$ cat src/design/fetch_pkg.sv
package fetch_pkg;

    // ------------------------------------------------------------
    // Bus widths shared by the fetch unit and the memory
    // ------------------------------------------------------------

    // Byte address on the read-address channel and the PC
    typedef logic [31:0] addr_t;

    // One instruction word, also the memory data width
    typedef logic [31:0] word_t;

    // Read response code as on an AXI4 read-data channel
    typedef logic [1:0] resp_t;

    // ------------------------------------------------------------
    // Response codes
    // ------------------------------------------------------------

    localparam resp_t RESP_OKAY   = 2'd0;
    localparam resp_t RESP_SLVERR = 2'd2;

endpackage

$ cat src/design/read_merge.sv
`timescale 1ns/1ps

module read_merge
    import fetch_pkg::*;
#(
    parameter int NUM_BANKS = 4
) (
    input  logic                  clock,
    input  logic                  reset,

    input  logic [NUM_BANKS-1:0]  bank_rvalid,
    input  word_t [NUM_BANKS-1:0] bank_rdata,
    input  logic                  err_rvalid,

    output logic                  rvalid,
    output word_t                 rdata,
    output resp_t                 rresp
);

    logic  sel_valid;
    word_t sel_data;
    resp_t sel_resp;

    // ------------------------------------------------------------
    // Source select
    // ------------------------------------------------------------

    // Only one read is outstanding, so at most one source fires
    always_comb begin
        sel_valid = err_rvalid;
        sel_data  = '0;
        sel_resp  = RESP_OKAY;
        if (err_rvalid) begin
            sel_resp = RESP_SLVERR;
        end
        for (int i = 0; i < NUM_BANKS; i++) begin
            if (bank_rvalid[i]) begin
                sel_valid = 1'b1;
                sel_data  = bank_rdata[i];
            end
        end
    end

    // ------------------------------------------------------------
    // Registered read-data channel
    // ------------------------------------------------------------

    always_ff @(posedge clock) begin
        if (reset) begin
            rvalid <= 1'b0;
        end else begin
            rvalid <= sel_valid;
        end
    end

    always_ff @(posedge clock) begin
        rdata <= sel_data;
        rresp <= sel_resp;
    end

endmodule

$ cat config.mk
export PLATFORM = sky130hd
export DESIGN_NAME = read_merge
export DESIGN_NICKNAME = d
export VERILOG_FILES = /design/src/design/fetch_pkg.sv /design/src/design/read_merge.sv
export SDC_FILE = /design/constraint.sdc
export NUM_CORES = 1
export LEC_CHECK = 0
export BUFFER_PORTS_ARGS = -buffer_cell sky130_fd_sc_hd__buf_2
export CORE_MARGIN = 2
export CORE_UTILIZATION = 35
export DETAILED_ROUTE_END_ITERATION = 7
export HOLD_SLACK_MARGIN = 0.08
export PLACE_DENSITY_LB_ADDON = 0.05
export REMOVE_ABC_BUFFERS = 1
export SLEW_MARGIN = 5
export SYNTH_ARGS = -nofsm -noshare
export SYNTH_HDL_FRONTEND = slang
export SYNTH_SLANG_ARGS = --single-unit
$ cat constraint.sdc
create_clock -name clock -period 2.7 [get_ports clock]
set_input_delay 0.54 -clock clock [delete_from_list [all_inputs] [get_ports clock]]
set_output_delay 0.54 -clock clock [all_outputs]
set_load 0.05 [all_outputs]
==> results.md <==
* Via Count at 1887
* Clock sink count at 34
* Syn Area/Cell at 11.35 um2
* Max Slew Vio Count at 0
* Most used flip-flop cell after synthesis: dfxtp_1
* Final #Nets at 452
* Min setup slack post-route at 1.270 ns
* Gate power share at 0.349
* Die X at 75.12 um
* Synth warnings at 0
* H-tree levels at 2
* Max-cap violations at 0
* Worst rel slew slack at 0.5619
* Die height at 75.12 um
* Pre-Repair DR Iteration Count at 4
* Critical path class: in2reg
* DP HPWL at 4.262 mm
* Final period util at 0.5297
* Synth cell types at 19
* Largest net degree at the start of global routing at 34
* Routed Antenna Nets at 0
* Setup TNS at 0 ns
* CTS root buf: clkbuf_8
* Run status: finished, final reports clean
* Starting DRC count in detailed routing at 42
* Worst path required time at 2.85 ns
* LEAKAGE at 1.222 nW
* Ant. Diodes at 0
* Synth-to-Final Area Change at 50.74%
* GR Overflow Total at 0
* Ys async rst share at 0
* Vias in the first global route at 1837
* Achievable clock frequency at 699.2 MHz
* Register area share after synthesis at 0.3845
* Number of enable flip-flop cells after synthesis at 0
* Post-Syn Instances at 156
* Power per cell area at 543.1 mW/mm2
* RSZ-0062 raised after global routing: no
* Top post-synthesis cells by area: dfxtp_1 38%, a22oi_2 21%, a21oi_2 15%
* Synth area leader: dfxtp_1
* GRT Util Overall at 0.1959
* Share of cells above drive strength 1 at 0.7642
* Final setup viols at 0
* Initial antenna violation count at 0
* CTS max path bufs at 2
* Internal power at 0.9338 mW
* Most frequent cell after synthesis: dfxtp_1
* CTS Hold Bufs at 0
* DR WL/cell at 14.71 um
* Final WL at 5.663 mm
* Num CTS Buffers at 5
* Global placement routability congestion at 0.7126
* Starting Density at 0.3699
* Switching Fraction at 0.3557
* Post-synth top area share at 0.3845
* DP Worst Slack at 0.9562 ns
* Hold Startpoint: err_rvalid
* Post-Syn Area at 0.001770 mm2
* Final Hold Fails at 0
* Tmin final at 1.430 ns
* Psw at 0.5156 mW
* Reg clk slew, reported paths at 0.07 ns
* Setup crit start kind: primary input
* Number of setup buffers added after CTS at 0
* Part of the power in the clock network at 0.264
* Global-route wire length before repair at 8.259 mm
* Type of the tightest min-delay check: in2reg
* Worst-Margin Slew at 0.6572 ns
* Port Buffers at 168
* Commonest cells post-synth: 34 x dfxtp_1, 31 x o22ai_1, 30 x a21oi_2, 30 x a22oi_2
* Worst Path Arrival at 1.58 ns
* Die Area at 0.005643 mm2
* CTS tree: built
* Peak supply drop at 0.2898 mV
* CTS resizes at 0
* Cell row count at 25
* # DRC at 0
* Critical path launch point: bank_rvalid[3]
* Critical path endpoint category: flop
* Core Region at 0.004786 mm2
* Power share of the sequential group at 0.387
* Vias per Instance at 4.901
* Synth Register Bits at 34
* Crit Path Max Fanout at 31
* Io pins at 170
cell type report:
| cell class | instances | area [um2] |
|---|---|---|
| inverter | 2 | 7.507 |
| tap | 67 | 83.83 |
| multi-input combinational | 102 | 922.1 |
| clock buffer | 7 | 86.33 |
| timing repair buffer | 172 | 883.3 |
| fill | 480 | 2117 |
| clock inverter | 1 | 5.005 |
| sequential | 34 | 680.7 |
flip-flops by register name, summed over array words and instances, names as in the netlist:
signal and count:
rdata 32, rresp 1, rvalid 1
final timing paths:
kind / to / slack (ns) / cells after the start
min: rresp[1]$_DFF_P_ / 0.38 / 1
max: rdata[25]$_DFF_P_ / 1.27 / 4
power groups by stage:
stage	logic (mW)	clock network, mW	registers [mW]
floorplan	0.136	0	0.749
global placement	0.508	0	0.571
detailed placement	0.510	0	0.572
CTS	0.511	0.396	0.561
global route	0.538	0.419	0.566
finish	0.506	0.382	0.561
metal layers:
layer,global-route usage,wire length [um],vias to the layer above
met5,0,0,-
li1,-,-,933
met4,0.09127,145,0
met3,0.06158,589,13
met2,0.3499,2851,105
met1,0.2094,2077,836
logic make-up (layout without fill, tap and decap cells):
| group | after synthesis | count (layout) | share of synthesized area |
|---|---|---|---|
| other cells | 1 | 1 | 0.002118 |
| buf+inv | 20 | 182 | 0.09753 |
| flops | 34 | 34 | 0.3845 |
| simple gates | 5 | 5 | 0.02332 |
| compound gates | 96 | 96 | 0.4926 |
critical path: stages:
cell and delay (ns):
buf_2 0.14, nand2b_2 0.50, o22ai_1 0.35, a21oi_2 0.04
cells in the final DEF (no fill, tap or decap):
cell	count
nor3_1	1
a22oi_2	30
dfxtp_1	34
buf_2	168
nor2b_4	1
clkbuf_8	6
nor2_4	1
o22ai_1	31
nor3b_1	1
a21oi_1	2
buf_4	3
inv_1	2
conb_1	1
a22oi_1	2
a221oi_2	1
a21oi_2	30
buf_12	1
clkinv_2	1
nand2b_2	1
clkbuf_1	1
per-stage QoR:
| stage | cells | utilization | cell area (um2) | hold WS (ns) | power [mW] |
|---|---|---|---|---|---|
| after floorplan | 138 | - | 1605 | 0.5677 | 0.8853 |
| after global placement | 377 | 0.5386 | 2577 | 0.6648 | 1.079 |
| after detailed placement | 377 | 0.5386 | 2577 | 0.6666 | 1.082 |
| after CTS | 385 | 0.5576 | 2669 | 0.3742 | 1.468 |
| after global routing | 385 | 0.5576 | 2669 | 0.3716 | 1.523 |
| final | 385 | 0.5576 | 2669 | 0.3775 | 1.449 |
No activity file was read; power rests on OpenSTA's default activity.
