--- src/design/fetch_pkg.sv ---
package fetch_pkg;

    // ------------------------------------------------------------
    // Bus widths shared by the fetch unit and the memory
    // ------------------------------------------------------------

    // Byte address on the read-address channel and the PC
    typedef logic [31:0] addr_t;

    // One instruction word, also the memory data width
    typedef logic [31:0] word_t;

    // Read response code as on an AXI4 read-data channel
    typedef logic [1:0] resp_t;

    // ------------------------------------------------------------
    // Response codes
    // ------------------------------------------------------------

    localparam resp_t RESP_OKAY   = 2'd0;
    localparam resp_t RESP_SLVERR = 2'd2;

endpackage

--- src/design/imem_bank.sv ---
`timescale 1ns/1ps

module imem_bank
    import fetch_pkg::*;
#(
    parameter int  BANK_WORDS = 64,
    localparam int ROW_BITS   = $clog2(BANK_WORDS)
) (
    input  logic                clock,
    input  logic                reset,

    input  logic                req_valid,
    input  logic [ROW_BITS-1:0] req_row,

    input  logic                ld_en,
    input  logic [ROW_BITS-1:0] ld_row,
    input  word_t               ld_data,

    output logic                rvalid,
    output word_t               rdata
);

    word_t mem [BANK_WORDS];

    logic  rd_valid_q;
    word_t rd_data_q;

    // Preload write port, also active during reset
    always_ff @(posedge clock) begin
        if (ld_en) begin
            mem[ld_row] <= ld_data;
        end
    end

    // ------------------------------------------------------------
    // Read pipeline: array read, then output register
    // ------------------------------------------------------------

    always_ff @(posedge clock) begin
        if (reset) begin
            rd_valid_q <= 1'b0;
            rvalid     <= 1'b0;
        end else begin
            rd_valid_q <= req_valid;
            rvalid     <= rd_valid_q;
        end
    end

    always_ff @(posedge clock) begin
        rd_data_q <= mem[req_row];
        rdata     <= rd_data_q;
    end

endmodule

--- config.mk ---
export PLATFORM = sky130hd
export DESIGN_NAME = imem_bank
export DESIGN_NICKNAME = d
export VERILOG_FILES = /design/src/design/fetch_pkg.sv /design/src/design/imem_bank.sv
export SDC_FILE = /design/constraint.sdc
export NUM_CORES = 2
export LEC_CHECK = 0
export BUFFER_PORTS_ARGS = -buffer_cell sky130_fd_sc_hd__buf_2
export CAP_MARGIN = 20
export CELL_PAD_IN_SITES_DETAIL_PLACEMENT = 1
export CELL_PAD_IN_SITES_GLOBAL_PLACEMENT = 2
export CORE_UTILIZATION = 40
export DETAILED_ROUTE_END_ITERATION = 10
export PLACE_DENSITY = 0.72
export SLEW_MARGIN = 0
export SYNTH_ARGS = -nofsm -noshare
export SYNTH_HDL_FRONTEND = slang
export SYNTH_SLANG_ARGS = --single-unit
--- constraint.sdc ---
create_clock -name clock -period 4.35 [get_ports clock]
set_input_delay 0.87 -clock clock [delete_from_list [all_inputs] [get_ports clock]]
set_output_delay 0.87 -clock clock [all_outputs]
set_load 0.02 [all_outputs]
==> results.md <==
- Bufs on Longest Clock Path: 3
- Max stage delay cell, worst path: sky130_fd_sc_hd__a2111oi_2
- TritonCTS Sinks: 2114
- Power density cells: 464 nW/um2
- Area share of the largest cell type after synthesis: 77.0%
- Actual transition at the worst max-transition pin: 1.01 ns
- Highest fanout seen on the critical path: 30
- Aggregate negative setup slack: 0 ns
- Number of buffers created by CTS: 209
- Maximum achievable frequency: 0.338 GHz
- Top-count cell post-synth: sky130_fd_sc_hd__edfxtp_1
- Result of the run: finished clean
- Wire length on met3: 13600 um
- Post-CTS Resized: 0
- Final number of max-transition violations: 0
- Total routing usage reported by global routing: 21.0%
- Vias per cell: 5.73
- Predominant post-synthesis flop cell: sky130_fd_sc_hd__edfxtp_1
- Net count after synthesis: 3556
- Antenna violations before repair: 13
- Library cell occupying the most area in the post-synthesis netlist: sky130_fd_sc_hd__edfxtp_1
- Relative slew margins: 32.6%
- Sequential area share after synthesis: 78.7%
- Post-DRT Antenna Nets: 0
- First-pass GRT wire length: 301000 um
- Clock tree from TritonCTS: yes
- Number of synthesis warnings: 0
- Static Leak: 0.0290 uW
- Total iterations of the first detailed-routing run: 5
- Die outline width: 449 um
- Worst Setup End Kind: flip-flop
- Final worst path period share: 68.1%
- Floorplan die area: 201000 um2
- Routability Congestion: 0.797
- Post-synthesis cell area: 79800 um2
- Slowest Stage Delay on Critical Path: 0.87 ns
- Synthesized flop and latch total: 2114
- Total Routed Length: 213000 um
- Max_cap viols: 0
- Die Span Y: 449 um
- Critical setup path kind: input pin to flip-flop
- # port buffers: 80
- Residual overflow from global routing: 0
- Clock latency on the worst-skew pair: 0.87 ns
- Cell Rows: 163
- Worst path arrival time: 3.73 ns
- Routed via count: 38200
- Hold Fails Final Rpt: 0
- Per-instance average area after synthesis: 22.8 um2
- Post-Route M1 WL: 85100 um
- Vias in the first global route: 40200
- Highest routing layer actually used: met5
- Fraction of final layout cells sized beyond drive strength 1: 27.8%
- Core Area: 198000 um2
- Clk pin slew, worst setup/hold paths: 0.06 ns
- Chain of cells forming the critical path: buf_4, nor2_1, nand2_1, buf_4, o22ai_1, a2111oi_2, o22a_1
- Number of levels the H-tree was split into: 4
- CTS root buffer: sky130_fd_sc_hd__clkbuf_16
- 1st-iter DRT viols: 3750
- Total power: 42700 uW
- Post-detail-place hpwl: 125000 um
- Number of filler instances in the final layout: 17800
- Net total in the final layout: 3885
- Cts-stage hold buffer count: 0
- Initial Util: 40.4%
- Cells after synthesis: 3508
- Number of top-level pins: 81
- Worst clock skew on the final layout: 0.0760 ns
- Area added between synthesis and finish: 15.3%
- Share of async-settable or async-resettable flops after synthesis: 0%
- Type of the worst min-delay path: input pin to flip-flop
- Number of enable flip-flop cells after synthesis: 2048
- Required time at the endpoint of the critical path: 5.12 ns
- Post-CTS setup-driven buffer insertion count: 0
- Detail-routed net length per standard cell: 31.9 um
- Count of distinct cell types in the synthesized netlist: 55
- List of most frequent post-synthesis cells: sky130_fd_sc_hd__edfxtp_1 (2048), sky130_fd_sc_hd__mux4_2 (428), sky130_fd_sc_hd__mux2i_1 (123)
- Cell repeated most along the worst path: sky130_fd_sc_hd__buf_4
- Met2 wirelength from detailed routing: 108000 um
- Worst setup SP type: input pin
- Largest cells by area after synthesis: sky130_fd_sc_hd__edfxtp_1 (77%), sky130_fd_sc_hd__mux4_2 (12%), sky130_fd_sc_hd__dfxtp_1 (1.7%)
- Final-report setup violation count: 0
- Setup repair after global routing missed its margin: no
- Peak supply drop: 0.000393 V
- Shortest period the worst path allows: 2.96 ns
- Pin count of the biggest net entering global routing: 68
- Remaining DRCs: 0
## where the power goes
group	leakage, uW	switching, uW	internal, uW
registers	0.0190	123	22500
logic	0.00667	1340	782
clock network	0.00337	7700	10200
total	0.0290	9170	33500
## path summary, 6_finish.rpt
path | start | to | slack [ns] | depth (start not counted)
worst max register to register | mem[1][28] | rd_data_q[28] | 2.17 | 5
worst min register to register | rd_data_q[18] | rdata[18] | 0.34 | 0
worst min-delay path | reset | rvalid | 0.21 | 2
worst max-delay path | req_row[3] | rd_data_q[28] | 1.39 | 7
## placed cells by master, fill, tap and decap left out, types with 62 or more instances in the layout
cell,Yosys,routed
sky130_fd_sc_hd__buf_4,33,167
sky130_fd_sc_hd__edfxtp_1,2048,2048
sky130_fd_sc_hd__mux2i_1,123,123
sky130_fd_sc_hd__buf_2,55,78
sky130_fd_sc_hd__mux4_2,428,428
sky130_fd_sc_hd__nand2_1,88,88
sky130_fd_sc_hd__nor2_4,0,62
sky130_fd_sc_hd__o22ai_1,104,104
sky130_fd_sc_hd__clkbuf_16,0,211
sky130_fd_sc_hd__dfxtp_1,66,66
## cells by family (layout without fill, tap and decap cells)
group | Yosys count | in the layout | share of synthesized area [%]
buf+inv | 189 | 696 | 1.71
other cells | 0 | 19 | 0
mux | 605 | 605 | 15.3
compound gates | 299 | 299 | 2.53
simple gates | 301 | 301 | 1.79
flops | 2114 | 2114 | 78.7
## final cells by class
type	count	area, um2	area share [%]
clock inverter	99	1090	1.19
inverter	3	11.3	0.0122
clock buffer	290	5790	6.29
timing repair buffer	304	2810	3.05
tap	2640	3300	3.59
sequential	2114	62800	68.3
antenna	19	47.5	0.0517
multi-input combinational	1205	16200	17.6
## state kept, by name (all words and copies together), names as in the netlist
| register | count |
|---|---|
| rd_data_q | 32 |
| rd_valid_q | 1 |
| mem | 2048 |
| rvalid | 1 |
| rdata | 32 |
## per-stage QoR
step / cells / hold slack (ns) / instance area, um2 / setup slack [ns] / util [%]
finish: 6674 / 0.207 / 92000 / 1.39 / 46.5
global route: 6669 / 0.177 / 92000 / 1.56 / 46.5
CTS: 6637 / 0.138 / 91600 / 1.53 / 46.3
detailed placement: 6248 / 0.325 / 84700 / 0.595 / 42.8
global placement: 6244 / 0.315 / 84700 / 0.168 / 42.8
floorplan: 3508 / 0.310 / 79800 / 0.320 / -
## critical path, delay by kind of cell
kind,cells,cell delay [ns]
AO/OA/AOI/OAI,3,1.35
AND/OR/NAND/NOR,2,0.58
buffers and inverters,2,0.84
## layer usage
layer  global-route usage, %  up-vias
met2                    35.7     1408
met1                    27.6    20900
met3                    3.17      313
li1                        -    15600
met5                       0        -
met4                    7.11        6
Note: power is estimated with default switching activity, not from simulation.
