File: src/design/fetch_pkg.sv
package fetch_pkg;

    // ------------------------------------------------------------
    // Bus widths shared by the fetch unit and the memory
    // ------------------------------------------------------------

    // Byte address on the read-address channel and the PC
    typedef logic [31:0] addr_t;

    // One instruction word, also the memory data width
    typedef logic [31:0] word_t;

    // Read response code as on an AXI4 read-data channel
    typedef logic [1:0] resp_t;

    // ------------------------------------------------------------
    // Response codes
    // ------------------------------------------------------------

    localparam resp_t RESP_OKAY   = 2'd0;
    localparam resp_t RESP_SLVERR = 2'd2;

endpackage

File: src/design/ifu.sv
`timescale 1ns/1ps

module ifu
    import fetch_pkg::*;
#(
    parameter addr_t RESET_PC = 32'h3000_0000
) (
    input  logic  clock,
    input  logic  reset,

    input  addr_t dnpc,
    input  logic  dnpc_valid,
    input  logic  pipe_stop,

    input  logic  inst_ready,
    output addr_t pc,
    output word_t inst,
    output logic  inst_valid,
    output logic  inst_fault,

    output logic  arvalid,
    output addr_t araddr,
    input  logic  arready,

    input  logic  rvalid,
    input  word_t rdata,
    input  resp_t rresp
);

    logic  consume;
    logic  redir_hold;
    logic  stop_hold;
    addr_t dnpc_hold;
    addr_t next_pc;

    assign consume = inst_valid && inst_ready;

    // The read address is always the current PC
    assign araddr = pc;

    // ------------------------------------------------------------
    // Instruction output stage
    // ------------------------------------------------------------

    always_ff @(posedge clock) begin
        if (reset) begin
            inst_valid <= 1'b0;
        end else if (rvalid) begin
            inst_valid <= 1'b1;
        end else if (consume) begin
            inst_valid <= 1'b0;
        end
    end

    // Word and fault flag only change when a response arrives
    always_ff @(posedge clock) begin
        if (rvalid) begin
            inst       <= rdata;
            inst_fault <= (rresp != RESP_OKAY);
        end
    end

    // ------------------------------------------------------------
    // Redirect and stall capture
    // ------------------------------------------------------------

    // Requests seen while decode holds off the pending word
    always_ff @(posedge clock) begin
        if (reset) begin
            redir_hold <= 1'b0;
            stop_hold  <= 1'b0;
        end else if (consume) begin
            redir_hold <= 1'b0;
            stop_hold  <= 1'b0;
        end else if (inst_valid) begin
            if (dnpc_valid) begin
                redir_hold <= 1'b1;
            end
            if (pipe_stop) begin
                stop_hold <= 1'b1;
            end
        end
    end

    // First redirect target wins until the consume
    always_ff @(posedge clock) begin
        if (inst_valid && !inst_ready && dnpc_valid && !redir_hold) begin
            dnpc_hold <= dnpc;
        end
    end

    // ------------------------------------------------------------
    // Next PC and read issue
    // ------------------------------------------------------------

    // Stall beats redirect, captured redirect beats live one
    always_comb begin
        if (pipe_stop || stop_hold) begin
            next_pc = pc;
        end else if (redir_hold) begin
            next_pc = dnpc_hold;
        end else if (dnpc_valid) begin
            next_pc = dnpc;
        end else begin
            next_pc = pc + 32'd4;
        end
    end

    always_ff @(posedge clock) begin
        if (reset) begin
            pc <= RESET_PC;
        end else if (consume) begin
            pc <= next_pc;
        end
    end

    // First fetch goes out right after reset
    always_ff @(posedge clock) begin
        if (reset) begin
            arvalid <= 1'b1;
        end else if (consume) begin
            arvalid <= 1'b1;
        end else if (arvalid && arready) begin
            arvalid <= 1'b0;
        end
    end

endmodule

File: config.mk
export PLATFORM = sky130hd
export DESIGN_NAME = ifu
export DESIGN_NICKNAME = d
export VERILOG_FILES = /design/src/design/fetch_pkg.sv /design/src/design/ifu.sv
export SDC_FILE = /design/constraint.sdc
export NUM_CORES = 1
export LEC_CHECK = 0
export BUFFER_PORTS_ARGS = -buffer_cell sky130_fd_sc_hd__buf_2
export CORE_ASPECT_RATIO = 1.4
export CORE_MARGIN = 2
export CORE_UTILIZATION = 42
export CTS_CLUSTER_SIZE = 24
export DETAILED_ROUTE_END_ITERATION = 8
export PLACE_DENSITY = 0.7
export SLEW_MARGIN = 20
export SYNTH_ARGS = -nofsm -noshare
export SYNTH_HDL_FRONTEND = slang
export SYNTH_SLANG_ARGS = --single-unit
File: constraint.sdc
create_clock -name clock -period 4.3 [get_ports clock]
set_clock_uncertainty 0.2 [all_clocks]
set_input_delay 0.86 -clock clock [delete_from_list [all_inputs] [get_ports clock]]
set_output_delay 0.86 -clock clock [all_outputs]
set_load 0.01 [all_outputs]
==> qor.csv, run 1 <==
metric,value,unit
DR vias/cell,5.72,
vias,3958,
FILL cells,992,
total number of H-tree levels,3,
Worst Hold Depth,1,
Core Region,10800,um^2
critical path class,reg2reg,
Clock Sinks,101,
period utilization,0.607,
worst vdd ir,0.000184,V
final wirelength,12.1,mm
Area Growth Syn to Fin,22.7,%
Die Height,127,um
TNS Setup,0,ns
syn avg cell area,11.0,um^2
Worst Hold Class,reg2reg,
port buffer count,171,
CTS buffer count,9,
"Max FO, Critical Path",10,
I/O pins,172,
Mapped Area,4570,um^2
CTS Hold Buffers Added,0,
pin count of the biggest net entering global routing,44,
Most used DFF post-synth,edfxtp_1,
initial antenna violation count,0,
worst hold-check slack,0.263,ns
Async SR Flop Fraction,0,
critical path required time,4.32,ns
worst reg2reg path endpoint,araddr[31],
total setup violations reported at the end of the flow,0,
WL/cell,17.5,um
most frequent cells in the layout,"buf_2, edfxtp_1, nor2_1",
First-pass DRT Iterations,5,
gp weighted congestion,0.864,
total power draw,2.10,mW
Synth Instances,417,
syn_nets,491,
fin area,5610,um^2
FF-to-FF setup slack,1.69,ns
Final Max Tran Viols,0,
worst hold path endpoint,arvalid,
FF/Latch Area,2670,um^2
Post-DRT Antenna Nets,0,
Worst-path clk slew,0.07,ns
Post-CTS Setup Inserts,0,
clock buffer depth,2,
RSZ-0062 raised after global routing,false,
Power Density,374,nW/um^2
P_leak,2.27,nW
first-pass GRT wire length,18.5,mm
Critical Path AT,2.63,ns
fmax,383,MHz
drc violations,0,
Worst Max-Slew Pin Slew,1.01,ns
Final Hold Fails,0,
CTS tree,done,
CTS Root Cell,clkbuf_16,
post-CTS sizing,0,
antenna cell count,0,
yosys warns,0,
vias in the first global route,3642,
worst skew pair latency,0.34,ns
Total GRT Usage,0.204,
Final #Nets,620,
Final min period,2.61,ns
area of the multi-input gates,1550,um^2
Starting Density,0.425,
Die X,92.2,um
"commonest non-fill, non-tap cell in the layout",buf_2,
CP Launch Type,register,
status,completed,
dpl cell area,5320,um^2
row cnt,45,
"Seq/Total Area, Yosys",0.585,
crit end category,register,
reg-to-reg startpoint,araddr[5],
DIE AREA,11700,um^2
worst min-delay path startpoint,arvalid,
post-DP HPWL,8.54,mm
Synth Register Bits,101,
remaining global-route overflow,0,
Worst R2R Path Depth,5,
post-synth cell types,60,
Max-slew headroom,0.326,
share of cells above drive strength 1,0.367,
# Max-Cap Violations,0,
DRT iter0 DRCs,239,
"EDFF count, synth",65,
## cell type report
| cell class | instances | share of cell area |
|---|---|---|
| Sequential cell | 101 | 0.476 |
| Multi-Input combinational cell | 252 | 0.277 |
| Timing Repair Buffer | 176 | 0.159 |
| Clock buffer | 11 | 0.0433 |
| Tap cell | 141 | 0.0314 |
| Clock inverter | 5 | 0.00914 |
| Inverter | 6 | 0.00401 |
## per-layer routing
| layer | track usage | up-vias | wire length, um |
|---|---|---|---|
| met5 | 0 | - | 0 |
| met4 | 0.0939 | 0 | 320 |
| li1 | - | 1828 | - |
| met1 | 0.239 | 1875 | 4790 |
| met2 | 0.358 | 230 | 5980 |
| met3 | 0.0407 | 25 | 1010 |
## worst max-delay path: stages, from the launching register on
cell and delay, ns:
dfxtp_1 0.45, nand4_1 0.38, nor4_2 0.78, nand3_1 0.27, nor4b_1 0.31, nor3b_1 0.09
## logic make-up (layout without fill, tap and decap cells)
| family | Yosys count | after routing | synth area share |
|---|---|---|---|
| fa+ha+maj | 1 | 1 | 0.00274 |
| mux | 3 | 3 | 0.00684 |
| simple gates | 125 | 125 | 0.143 |
| buf+inv | 64 | 198 | 0.0791 |
| xor+xnor | 1 | 1 | 0.00192 |
| flops | 101 | 101 | 0.585 |
| compound gates | 122 | 122 | 0.182 |
## worst max path at each step
stage                     startpoint           end  slack [ns]  depth (start not counted)
after detailed placement  dnpc_valid     araddr[7]        1.51                          6
after global placement    dnpc_valid     araddr[7]        1.54                          6
after floorplan           dnpc_valid  dnpc_hold[0]        1.32                          4
final                      araddr[5]    araddr[31]        1.69                          5
after global routing       araddr[5]    araddr[31]        1.51                          5
after CTS                  araddr[5]    araddr[31]        1.68                          5
## cells in the mapped netlist, types with 5 or more instances
master	count	area, um^2
a2bb2oi_1	5	43.8
edfxtp_1	65	1950
or3_1	5	31.3
a31oi_1	5	31.3
nor2_1	37	139
nand3_1	13	65.1
nor3_1	10	50.1
inv_1	6	22.5
buf_4	32	240
nand2_1	21	78.8
nor4_1	5	31.3
a22oi_1	18	135
a21oi_1	24	120
o22ai_1	7	43.8
clkbuf_1	23	86.3
nand4_1	9	56.3
dfxtp_1	36	721
o21ai_0	23	115
and3_1	7	43.8
## metrics by stage
stage / utilization / worst slack, ns / instances
after floorplan: - / 1.32 / 417
after global placement: 0.494 / 1.54 / 676
after detailed placement: 0.494 / 1.51 / 676
after CTS: 0.522 / 1.68 / 692
after global routing: 0.522 / 1.51 / 692
final: 0.522 / 1.69 / 692
## state kept, by name, summed over array words and instances (netlist names)
signal and flops:
stop_hold 1, redir_hold 1, araddr 32, inst 32, arvalid 1, inst_valid 1
inst_fault 1, dnpc_hold 32
## report_power, final
part	leakage [nW]	switching, mW	internal [mW]
clock network	0.143	0.336	0.463
registers	0.906	0.0259	1.08
logic	1.22	0.113	0.0845
No activity file was read; power rests on OpenSTA's default activity.
==> inputs of run 2 (changes only) <==
PLACE_DENSITY = 0.73   (was 0.7)
clock period = 2.35 ns   (was 4.3 ns; I/O delays follow)
==> run 2 against run 1 <==
- via count rose by 1.8%
- first-iteration DRC count is 36% higher
- maximum frequency grew 16%
- critical path depth grew 1
- critical endpoint is now araddr[26]
- worst hold slack lost 0.16 ns
- total power up 77%
- die area stayed put
- wire length increased by 6.7%
- register-to-register slack worse by 1.6 ns
- critical path type unchanged
- utilization is 1.9 points higher
- non-clock buffer count rose by 24
- final area grew 3.6%
- largest cell class unchanged
==> qor.csv, run 2 (synthesis gave the netlist of run 1 again) <==
metric,value,unit
fin area,5810,um^2
vias in the first global route,3898,
Die X,92.2,um
port buffer count,171,
First-pass DRT Iterations,5,
Final min period,2.24,ns
post-route insts no fill,716,
post-DP HPWL,9.49,mm
CTS buffer count,9,
reg-to-reg startpoint,araddr[3],
Die Height,127,um
RSZ-0062 raised after global routing,false,
Area Growth Syn to Fin,27.2,%
DR vias/cell,5.63,
pre-CTS WS,0.0720,ns
Total GRT Usage,0.218,
Layout Utilization,0.541,
Worst Max-Slew Pin Slew,0.665,ns
fmax,446,MHz
CTS Hold Buffers Added,0,
initial antenna violation count,0,
CTS Root Cell,clkbuf_16,
first-pass GRT wire length,19.9,mm
most frequent cells in the layout,"buf_2, edfxtp_1, nor2_1",
FF-to-FF setup slack,0.11,ns
worst vdd ir,0.000454,V
row cnt,45,
Post-DRT Antenna Nets,0,
total power draw,3.71,mW
Final #Nets,644,
critical path required time,2.37,ns
Worst-path clk slew,0.06,ns
CTS tree,done,
status,completed,
"Max FO, Critical Path",5,
drc violations,0,
Worst Hold Class,in2reg,
Final Hold Fails,0,
gp weighted congestion,0.840,
# Max-Cap Violations,0,
pin count of the biggest net entering global routing,44,
Worst R2R Path Depth,6,
CP Launch Type,register,
DIE AREA,11700,um^2
Core Region,10800,um^2
crit path launch,araddr[3],
DRT iter0 DRCs,324,
clock buffer depth,2,
Starting Density,0.425,
final wirelength,12.9,mm
critical path class,reg2reg,
WL/cell,18.0,um
Clock Sinks,101,
vias,4029,
Power Density,639,nW/um^2
worst reg2reg path endpoint,araddr[26],
remaining global-route overflow,0,
crit end category,register,
"commonest non-fill, non-tap cell in the layout",buf_2,
setup ws final,0.107,ns
Max-slew headroom,0.557,
antenna cell count,0,
Critical Path AT,2.26,ns
worst hold-check slack,0.103,ns
worst setup path endpoint,araddr[26],
I/O pins,172,
total setup violations reported at the end of the flow,0,
period utilization,0.955,
share of cells above drive strength 1,0.398,
TNS Setup,0,ns
Final Max Tran Viols,0,
total number of H-tree levels,3,
dpl cell area,5540,um^2
placed instance count,700,
worst skew pair latency,0.34,ns
P_leak,2.38,nW
run 2: cell types whose count changed in the layout (fill, tap and decap cells not counted), sizes merged:
cell | before | now
buf | 176 | 200
bufinv | 1 | 0
clkbuf | 11 | 10
clkinv | 3 | 4
clkinvlp | 1 | 2
run 2: repair_timing:
action	in CTS	in global routing
endpoints found under the setup margin	0	1
buffers inserted	0	0
gates resized for setup	0	3
endpoints found under the hold margin	0	0
run 2: cell type report:
cell class / instances / area [um^2]
sequential: 101 / 2670
tap: 141 / 176
multi-input combinational: 252 / 1570
clock inverter: 6 / 31.3
fill: 997 / 4940
clock buffer: 10 / 229
inverter: 6 / 22.5
timing repair buffer: 200 / 1110
run 2: worst max-delay path, cell delays in order (launching register included):
cell,delay (ns)
dfxtp_1,0.35
ha_1,0.20
nand3_2,0.11
or3_4,0.42
or4_4,0.51
a31oi_2,0.24
o41ai_2,0.10
run 2: where the power goes:
part / internal, mW / leakage [nW] / switching [mW]
Combinational: 0.172 / 1.35 / 0.226
Sequential: 1.97 / 0.906 / 0.0384
Clock: 0.705 / 0.121 / 0.602
Total: 2.85 / 2.38 / 0.866
run 2: routing by layer:
| layer | track usage | wire (um) | part of all wire |
|---|---|---|---|
| met1 | 0.243 | 4790 | 0.37 |
| met2 | 0.395 | 6800 | 0.53 |
| met3 | 0.0519 | 974 | 0.075 |
| met4 | 0.0939 | 348 | 0.027 |
| met5 | 0 | 0 | 0 |
run 2: how the worst min path moves through the flow:
stage | end | depth (start not counted) | slack (ns) | from
after floorplan | stop_hold | 2 | 0.25 | stop_hold
final | inst[30] | 1 | 0.10 | rdata[30]
after detailed placement | arvalid | 1 | 0.24 | arvalid
after CTS | inst[30] | 1 | 0.09 | rdata[30]
after global placement | arvalid | 1 | 0.23 | arvalid
after global routing | inst[28] | 1 | 0.09 | rdata[28]
