[config.mk]
export PLATFORM = sky130hd
export DESIGN_NAME = bank_dispatch
export DESIGN_NICKNAME = d
export VERILOG_FILES = /design/src/design/fetch_pkg.sv /design/src/design/bank_dispatch.sv
export SDC_FILE = /design/constraint.sdc
export NUM_CORES = 1
export LEC_CHECK = 0
export BUFFER_PORTS_ARGS = -buffer_cell sky130_fd_sc_hd__buf_2
export CAP_MARGIN = 20
export CORE_AREA = 3 3 59 61
export CTS_CLUSTER_SIZE = 40
export DETAILED_ROUTE_END_ITERATION = 8
export DIE_AREA = 0 0 62 64
export PLACE_DENSITY = 0.73
export SYNTH_ARGS = -nofsm -noshare
export SYNTH_HDL_FRONTEND = slang
export SYNTH_SLANG_ARGS = --single-unit
[constraint.sdc]
create_clock -name clock -period 1.99 [get_ports clock]
set_input_delay 0.199 -clock clock [delete_from_list [all_inputs] [get_ports clock]]
set_output_delay 0.199 -clock clock [all_outputs]
set_load 0.1 [all_outputs]
[src/design/fetch_pkg.sv]
package fetch_pkg;

    // ------------------------------------------------------------
    // Bus widths shared by the fetch unit and the memory
    // ------------------------------------------------------------

    // Byte address on the read-address channel and the PC
    typedef logic [31:0] addr_t;

    // One instruction word, also the memory data width
    typedef logic [31:0] word_t;

    // Read response code as on an AXI4 read-data channel
    typedef logic [1:0] resp_t;

    // ------------------------------------------------------------
    // Response codes
    // ------------------------------------------------------------

    localparam resp_t RESP_OKAY   = 2'd0;
    localparam resp_t RESP_SLVERR = 2'd2;

endpackage

[src/design/bank_dispatch.sv]
`timescale 1ns/1ps

module bank_dispatch
    import fetch_pkg::*;
#(
    parameter addr_t RESET_PC   = 32'h3000_0000,
    parameter int    NUM_BANKS  = 4,
    parameter int    BANK_WORDS = 64,
    localparam int   ROW_BITS   = $clog2(BANK_WORDS)
) (
    input  logic                  clock,
    input  logic                  reset,

    input  logic                  arvalid,
    input  addr_t                 araddr,
    output logic                  arready,

    input  logic                  load_en,
    input  addr_t                 load_addr,
    input  word_t                 load_data,

    output logic [NUM_BANKS-1:0]  bank_req_valid,
    output logic [ROW_BITS-1:0]   bank_req_row,
    output logic [NUM_BANKS-1:0]  bank_ld_en,
    output logic [ROW_BITS-1:0]   ld_row,
    output word_t                 ld_data,

    output logic                  err_rvalid
);

    localparam int BANK_BITS    = $clog2(NUM_BANKS);
    localparam int WINDOW_WORDS = NUM_BANKS * BANK_WORDS;

    typedef logic [BANK_BITS-1:0] bank_idx_t;

    addr_t     rd_offset;
    addr_t     ld_offset;
    logic      rd_in_window;
    logic      ld_in_window;
    bank_idx_t rd_bank;
    bank_idx_t ld_bank;

    // Banks take a request every cycle
    assign arready = 1'b1;

    // ------------------------------------------------------------
    // Window, bank and row decode
    // ------------------------------------------------------------

    // Below the base wraps to a large offset and falls outside
    assign rd_offset    = araddr - RESET_PC;
    assign ld_offset    = load_addr - RESET_PC;
    assign rd_in_window = (rd_offset[31:2] < WINDOW_WORDS);
    assign ld_in_window = (ld_offset[31:2] < WINDOW_WORDS);

    // Word interleave: low word bits pick the bank
    assign rd_bank      = rd_offset[2 +: BANK_BITS];
    assign ld_bank      = ld_offset[2 +: BANK_BITS];
    assign bank_req_row = rd_offset[2 + BANK_BITS +: ROW_BITS];
    assign ld_row       = ld_offset[2 + BANK_BITS +: ROW_BITS];
    assign ld_data      = load_data;

    // ------------------------------------------------------------
    // Routing
    // ------------------------------------------------------------

    always_comb begin
        bank_req_valid = '0;
        bank_ld_en     = '0;
        if (arvalid && arready && rd_in_window) begin
            bank_req_valid[rd_bank] = 1'b1;
        end
        if (load_en && ld_in_window) begin
            bank_ld_en[ld_bank] = 1'b1;
        end
    end

    // Out-of-window reads answer one cycle later
    always_ff @(posedge clock) begin
        if (reset) begin
            err_rvalid <= 1'b0;
        end else begin
            err_rvalid <= arvalid && arready && !rd_in_window;
        end
    end

endmodule

==> flow_summary_export.csv, run 1 <==
group,metric,value,unit
logic_synthesis,synth.top_cell.area_share,61.2,%
sta,fin_crit,1.73,ns
drt,avgViaCountPerCell,4.14,
logic_synthesis,synth-xor-area-share,0,%
die,die_h,64,um
final_layout,fin_nets,198,
drt,totalWireLength,1680,um
logic_synthesis,synth-adder-area-share,0,%
logic_synthesis,synth_top_family_by_area,"buffers and inverters",
drt,firstDrtPassIters,2,
drt,drt_iter0_markers,3,
power_and_ir_drop,p_switching,0.0491,mW
worst_setup_path,crit_start,"araddr[14]",
die,core,3030,um2
worst_setup_path,critPathMaxStageDelay,0.29,ns
die,ioPinCount,154,
worst_setup_path,crit_slowest_cell,"nor4_1",
sta,slew_violations,0,
hold_path,min_from,"araddr[9]",
die,die_w,62,um
final_layout,regMostFlops,"err_rvalid",
logic_synthesis,synth_edf_count,0,
power_and_ir_drop,p_leak,0.404,nW
worst_setup_path,path_delay_family,"simple AND/OR/NAND/NOR gates",
logic_synthesis,synthTopCellsByCount,"buf_4 (45), nor4_1 (13), inv_1 (3), nand2_1 (3), nand4_1 (3)",
logic_synthesis,yosysMostFrequentCell,"buf_4",
power_and_ir_drop,ir_worst_vdd,33.2,uV
power_and_ir_drop,finalPower,0.115,mW
power_and_ir_drop,sw_frac_of_total,42.6,%
global_route,grt_use_total,6.90,%
logic_synthesis,synth.distinct_cells,14,
die,start_util,18.2,%
final_layout,reg_top3,"err_rvalid (1)",
worst_setup_path,crit_required,1.79,ns
worst_setup_path,critPathLaunchType,"input port",
outcome,outcome,"finished clean",
power_and_ir_drop,power_density,136,nW/um2
clocking,postCtsSetupBuffers,0,
drt,ant_nets,0,
logic_synthesis,muxShareOfSynthArea,0,%
global_route,antenna_found_initial,0,
sta,layout_setup_ws,0.256,ns
logic_synthesis,synth_top_area_cell,"buf_4",
drt,wl_per_cell,12.0,um
logic_synthesis,ys_ff_latch,1,
logic_synthesis,yosysSeqAreaShare,3.63,%
global_route,grt_pass1_vias,510,
sta,finalCritPeriodShare,87.1,%
drt,via_count,580,
logic_synthesis,synth_area,552,um2
placement,port_buffers,60,
worst_setup_path,end_kind,"primary output",
logic_synthesis,synth_fp_nets,178,
worst_setup_path,path_buf_inv,3,
global_route,grt.overflow.total,0,
logic_synthesis,ys_async_sr_fraction,0,%
logic_synthesis,avgSynthCellArea,7.07,um2
die,die_area,3970,um2
final_layout,area_growth,54.0,%
sta,rsz0062_at_grt,"false",
hold_path,worst_hold_path_type,"input port to primary output",
logic_synthesis,synth-compound-area-share,1.81,%
job,cap_viol_max_count,0,
sta,finalHoldViolCount,0,
hold_path,hold_path_end,"bank_req_row[5]",
sta,max_freq,577,MHz
die,fp-row-count,20,
worst_setup_path,path_class,"input port to primary output",
logic_synthesis,syn_inst,78,
placement,hpwlAfterDp,1600,um
drt,drc,0,
logic_synthesis,synth-main-ff-cell,"dfxtp_1",
clocking,holdBufCountCts,0,
logic_synthesis,ys_top_cells_by_area,"buf_4 (61%), nor4_1 (15%), dfxtp_1 (3.6%)",
power_and_ir_drop,p_int,0.0662,mW
final_layout,drive_gt1_share,77.1,%
power_and_ir_drop,p_comb_share,81.1,%
global_route,grt_pass1_wl,2210,um
worst_setup_path,critPathArrivalTime,1.54,ns
final_layout,antenna_cells,0,
placement,dp_slack,0.231,ns
clocking,cts_resized,0,
logic_synthesis,synth-simple-area-share,30.6,%
worst_setup_path,crit_path_max_fanout,3,
worst_setup_path,timing.critical_path.cells,"buf_2 -> nor4_1 -> nand4_1 -> buf_4 -> nor4_4 -> buf_12",
placement,place.gp.congestion,0.614,
final_layout,largest_register_ffs,1,
logic_synthesis,ys_warn_count,0,
power_and_ir_drop,pwr-share-seq,18.9,%
power_and_ir_drop,clockPowerShare,0,%
global_route,grt_max_degree,6,
sta,setup-violations-final,0,
hold_path,holdPathStages,0,
==> logic make-up (layout without fill, tap and decap cells) <==
kind of cell    after synthesis  count (layout)
compound gates                1               1
buf+inv                      48              66
flops                         1               1
other cells                   1               1
simple gates                 27              27
==> cell usage in the layout (no fill, tap or decap), drive strengths merged <==
master	n
buf	63
nand2b	1
o211a	1
conb	1
nor3	2
inv	3
nand4	3
dfxtp	1
nor2	2
nand2	3
nor4	13
nor4b	2
nor4bb	1
==> worst max-delay path by stage <==
stage / endpoint / slack [ns] / cells past startpoint
2_1_floorplan: bank_req_valid[0] / -0.25 / 3
3_3_place_gp: bank_req_valid[2] / 0.26 / 6
3_5_place_dp: bank_req_valid[3] / 0.23 / 6
4_1_cts: bank_req_valid[3] / 0.23 / 6
5_1_grt: bank_req_valid[3] / 0.13 / 6
6_report: bank_req_valid[3] / 0.26 / 6
==> power by group through the flow <==
| stage | Clock [mW] | Sequential [mW] | Combinational, mW |
|---|---|---|---|
| 6_report | 0 | 0.0218 | 0.0935 |
| 5_1_grt | 0 | 0.0220 | 0.101 |
| 4_1_cts | 0 | 0.0218 | 0.0945 |
| 3_5_place_dp | 0 | 0.0218 | 0.0943 |
| 3_3_place_gp | 0 | 0.0217 | 0.0916 |
| 2_1_floorplan | 0 | 0.0297 | 0.445 |
==> metal layers <==
layer,vias to the layer above,routed length [um],track usage (%)
met5,-,0,0
met2,50,971,12.3
li1,264,-,-
met4,0,32,2.12
met3,8,233,2.42
met1,258,443,7.23
==> through the flow <==
stage | hold slack [ns] | area, um2 | instances | setup TNS (ns) | util [%]
global route | 0.398 | 850 | 140 | 0 | 28.1
global placement | 0.399 | 850 | 140 | 0 | 28.1
floorplan | 0.347 | 689 | 78 | -1.47 | -
detailed placement | 0.399 | 850 | 140 | 0 | 28.1
finish | 0.398 | 850 | 140 | 0 | 28.1
CTS | 0.399 | 850 | 140 | 0 | 28.1
==> final cells by class <==
| class | instances | area [um2] |
|---|---|---|
| Fill cell | 327 | 2180 |
| Inverter | 3 | 11.3 |
| Multi-Input combinational cell | 29 | 320 |
| Sequential cell | 1 | 20.0 |
| Tap cell | 44 | 55.1 |
| Timing Repair Buffer | 63 | 443 |
Power figures use the tool's default switching activity.
==> run 2, diff against run 1 <==
--- a/config.mk
+++ b/config.mk
@@ -12,6 +12,7 @@
 export DETAILED_ROUTE_END_ITERATION = 8
 export DIE_AREA = 0 0 62 64
 export PLACE_DENSITY = 0.73
+export SLEW_MARGIN = 5
 export SYNTH_ARGS = -nofsm -noshare
 export SYNTH_HDL_FRONTEND = slang
 export SYNTH_SLANG_ARGS = --single-unit
==> constraint.sdc (replaced) <==
create_clock -name clock -period 1.99 [get_ports clock]
set_input_delay 0.0995 -clock clock [delete_from_list [all_inputs] [get_ports clock]]
set_output_delay 0.0995 -clock clock [all_outputs]
set_load 0.1 [all_outputs]
==> flow_summary_export.csv, run 2 (synthesis results as in run 1) <==
group,metric,value,unit
outcome,outcome,"finished clean",
drt,via_count,541,
global_route,grt_pass1_vias,463,
final_layout,fin_nets,195,
power_and_ir_drop,p_comb_share,78.9,%
worst_setup_path,critPathLaunchType,"input port",
sta,layout_setup_ws,0.331,ns
final_layout,utilization,20.7,%
power_and_ir_drop,p_switching,0.0395,mW
worst_setup_path,end_kind,"primary output",
final_layout,largest_register_ffs,1,
sta,fin_crit,1.66,ns
worst_setup_path,crit_start,"araddr[14]",
final_layout,antenna_cells,0,
clocking,postCtsSetupBuffers,0,
placement,place_area,627,um2
worst_setup_path,path_class,"input port to primary output",
die,die_w,62,um
global_route,grt_use_met2,11.3,%
power_and_ir_drop,power_density,164,nW/um2
placement,hpwlAfterDp,1400,um
global_route,grt_use_met3,2.02,%
worst_setup_path,worstSetupEndpoint,"bank_req_valid[1]",
final_layout,reg_top3,"err_rvalid (1)",
power_and_ir_drop,pwr-share-seq,21.1,%
power_and_ir_drop,clockPowerShare,0,%
placement,port_buffers,60,
final_layout,drive_gt1_share,73.1,%
placement,place.gp.congestion,0.690,
global_route,antenna_found_initial,0,
die,fp-row-count,20,
die,die_area,3970,um2
worst_setup_path,critPathArrivalTime,1.56,ns
drt,wl_per_cell,11.0,um
clocking,cts_resized,0,
global_route,grtUsageMet1,4.45,%
global_route,grt_pass1_wl,1920,um
sta,finalHoldViolCount,0,
sta,slew_violations,0,
global_route,grt_max_degree,6,
sta,rsz0062_at_grt,"false",
power_and_ir_drop,sw_frac_of_total,38.4,%
final_layout,area_growth,13.6,%
hold_path,worst_hold_path_type,"input port to primary output",
sta,max_freq,603,MHz
die,start_util,18.2,%
die,die_h,64,um
drt,drc,0,
global_route,grt.overflow.total,0,
power_and_ir_drop,p_leak,0.311,nW
die,core,3030,um2
sta,finalCritPeriodShare,83.4,%
die,ioPinCount,154,
worst_setup_path,crit_path_max_fanout,5,
drt,totalWireLength,1500,um
job,cap_viol_max_count,0,
worst_setup_path,crit_required,1.89,ns
drt,avgViaCountPerCell,3.95,
drt,drt_iter0_markers,2,
power_and_ir_drop,ir_worst_vdd,45.8,uV
placement,dp_slack,0.319,ns
drt,firstDrtPassIters,3,
final_layout,final_cell_mix,"buf_2 (59), nor4_1 (7), nor4_2 (6)",
sta,fin_setup_tns,0,ns
global_route,grt_use_total,6.03,%
global_route,top_usage_layer,"met2",
final_layout,final_common_cell,"buf_2",
sta,setup-violations-final,0,
final_layout,design_area,627,um2
drt,ant_nets,0,
power_and_ir_drop,p_int,0.0634,mW
final_layout,regMostFlops,"err_rvalid",
clocking,holdBufCountCts,0,
==> run 2: routing by layer <==
metal	vias to the layer above	part of all wire [%]
met4	0	6.8
met5	-	0
met2	29	53
met3	22	14
met1	234	26
li1	256	-
==> run 2: critical path, stage by stage <==
cell     delay [ns]
buf_2          0.09
nor4_1         0.27
nand4_1        0.30
nor4_2         0.33
buf_2          0.47
==> run 2: worst min path at each step <==
| stage | start | endpoint | slack [ns] | cells past startpoint |
|---|---|---|---|---|
| after floorplan | arvalid | err_rvalid | 0.25 | 1 |
| after global placement | araddr[9] | bank_req_row[5] | 0.20 | 0 |
| after detailed placement | araddr[9] | bank_req_row[5] | 0.20 | 0 |
| after CTS | araddr[9] | bank_req_row[5] | 0.20 | 0 |
| after global routing | load_addr[7] | ld_row[3] | 0.20 | 0 |
| final | load_data[10] | ld_data[10] | 0.20 | 0 |
==> run 2: layout make-up <==
type                       instances  area (um2)
inverter                           3        11.3
timing repair buffer              60         315
tap                               44        55.1
fill                             344        2400
multi-input combinational         29         225
sequential                         1        20.0
==> run 2: stage by stage <==
step / cells / power (mW) / hold slack [ns]
after floorplan: 78 / 0.469 / 0.248
after global placement: 137 / 0.103 / 0.200
after detailed placement: 137 / 0.104 / 0.200
after CTS: 137 / 0.104 / 0.200
after global routing: 137 / 0.111 / 0.199
final: 137 / 0.103 / 0.199
==> run 2: power by group through the flow <==
stage | logic, mW | clock network (mW) | registers (mW)
after detailed placement | 0.0821 | 0 | 0.0217
final | 0.0812 | 0 | 0.0217
after global placement | 0.0810 | 0 | 0.0217
after floorplan | 0.439 | 0 | 0.0297
after global routing | 0.0896 | 0 | 0.0218
after CTS | 0.0823 | 0 | 0.0217
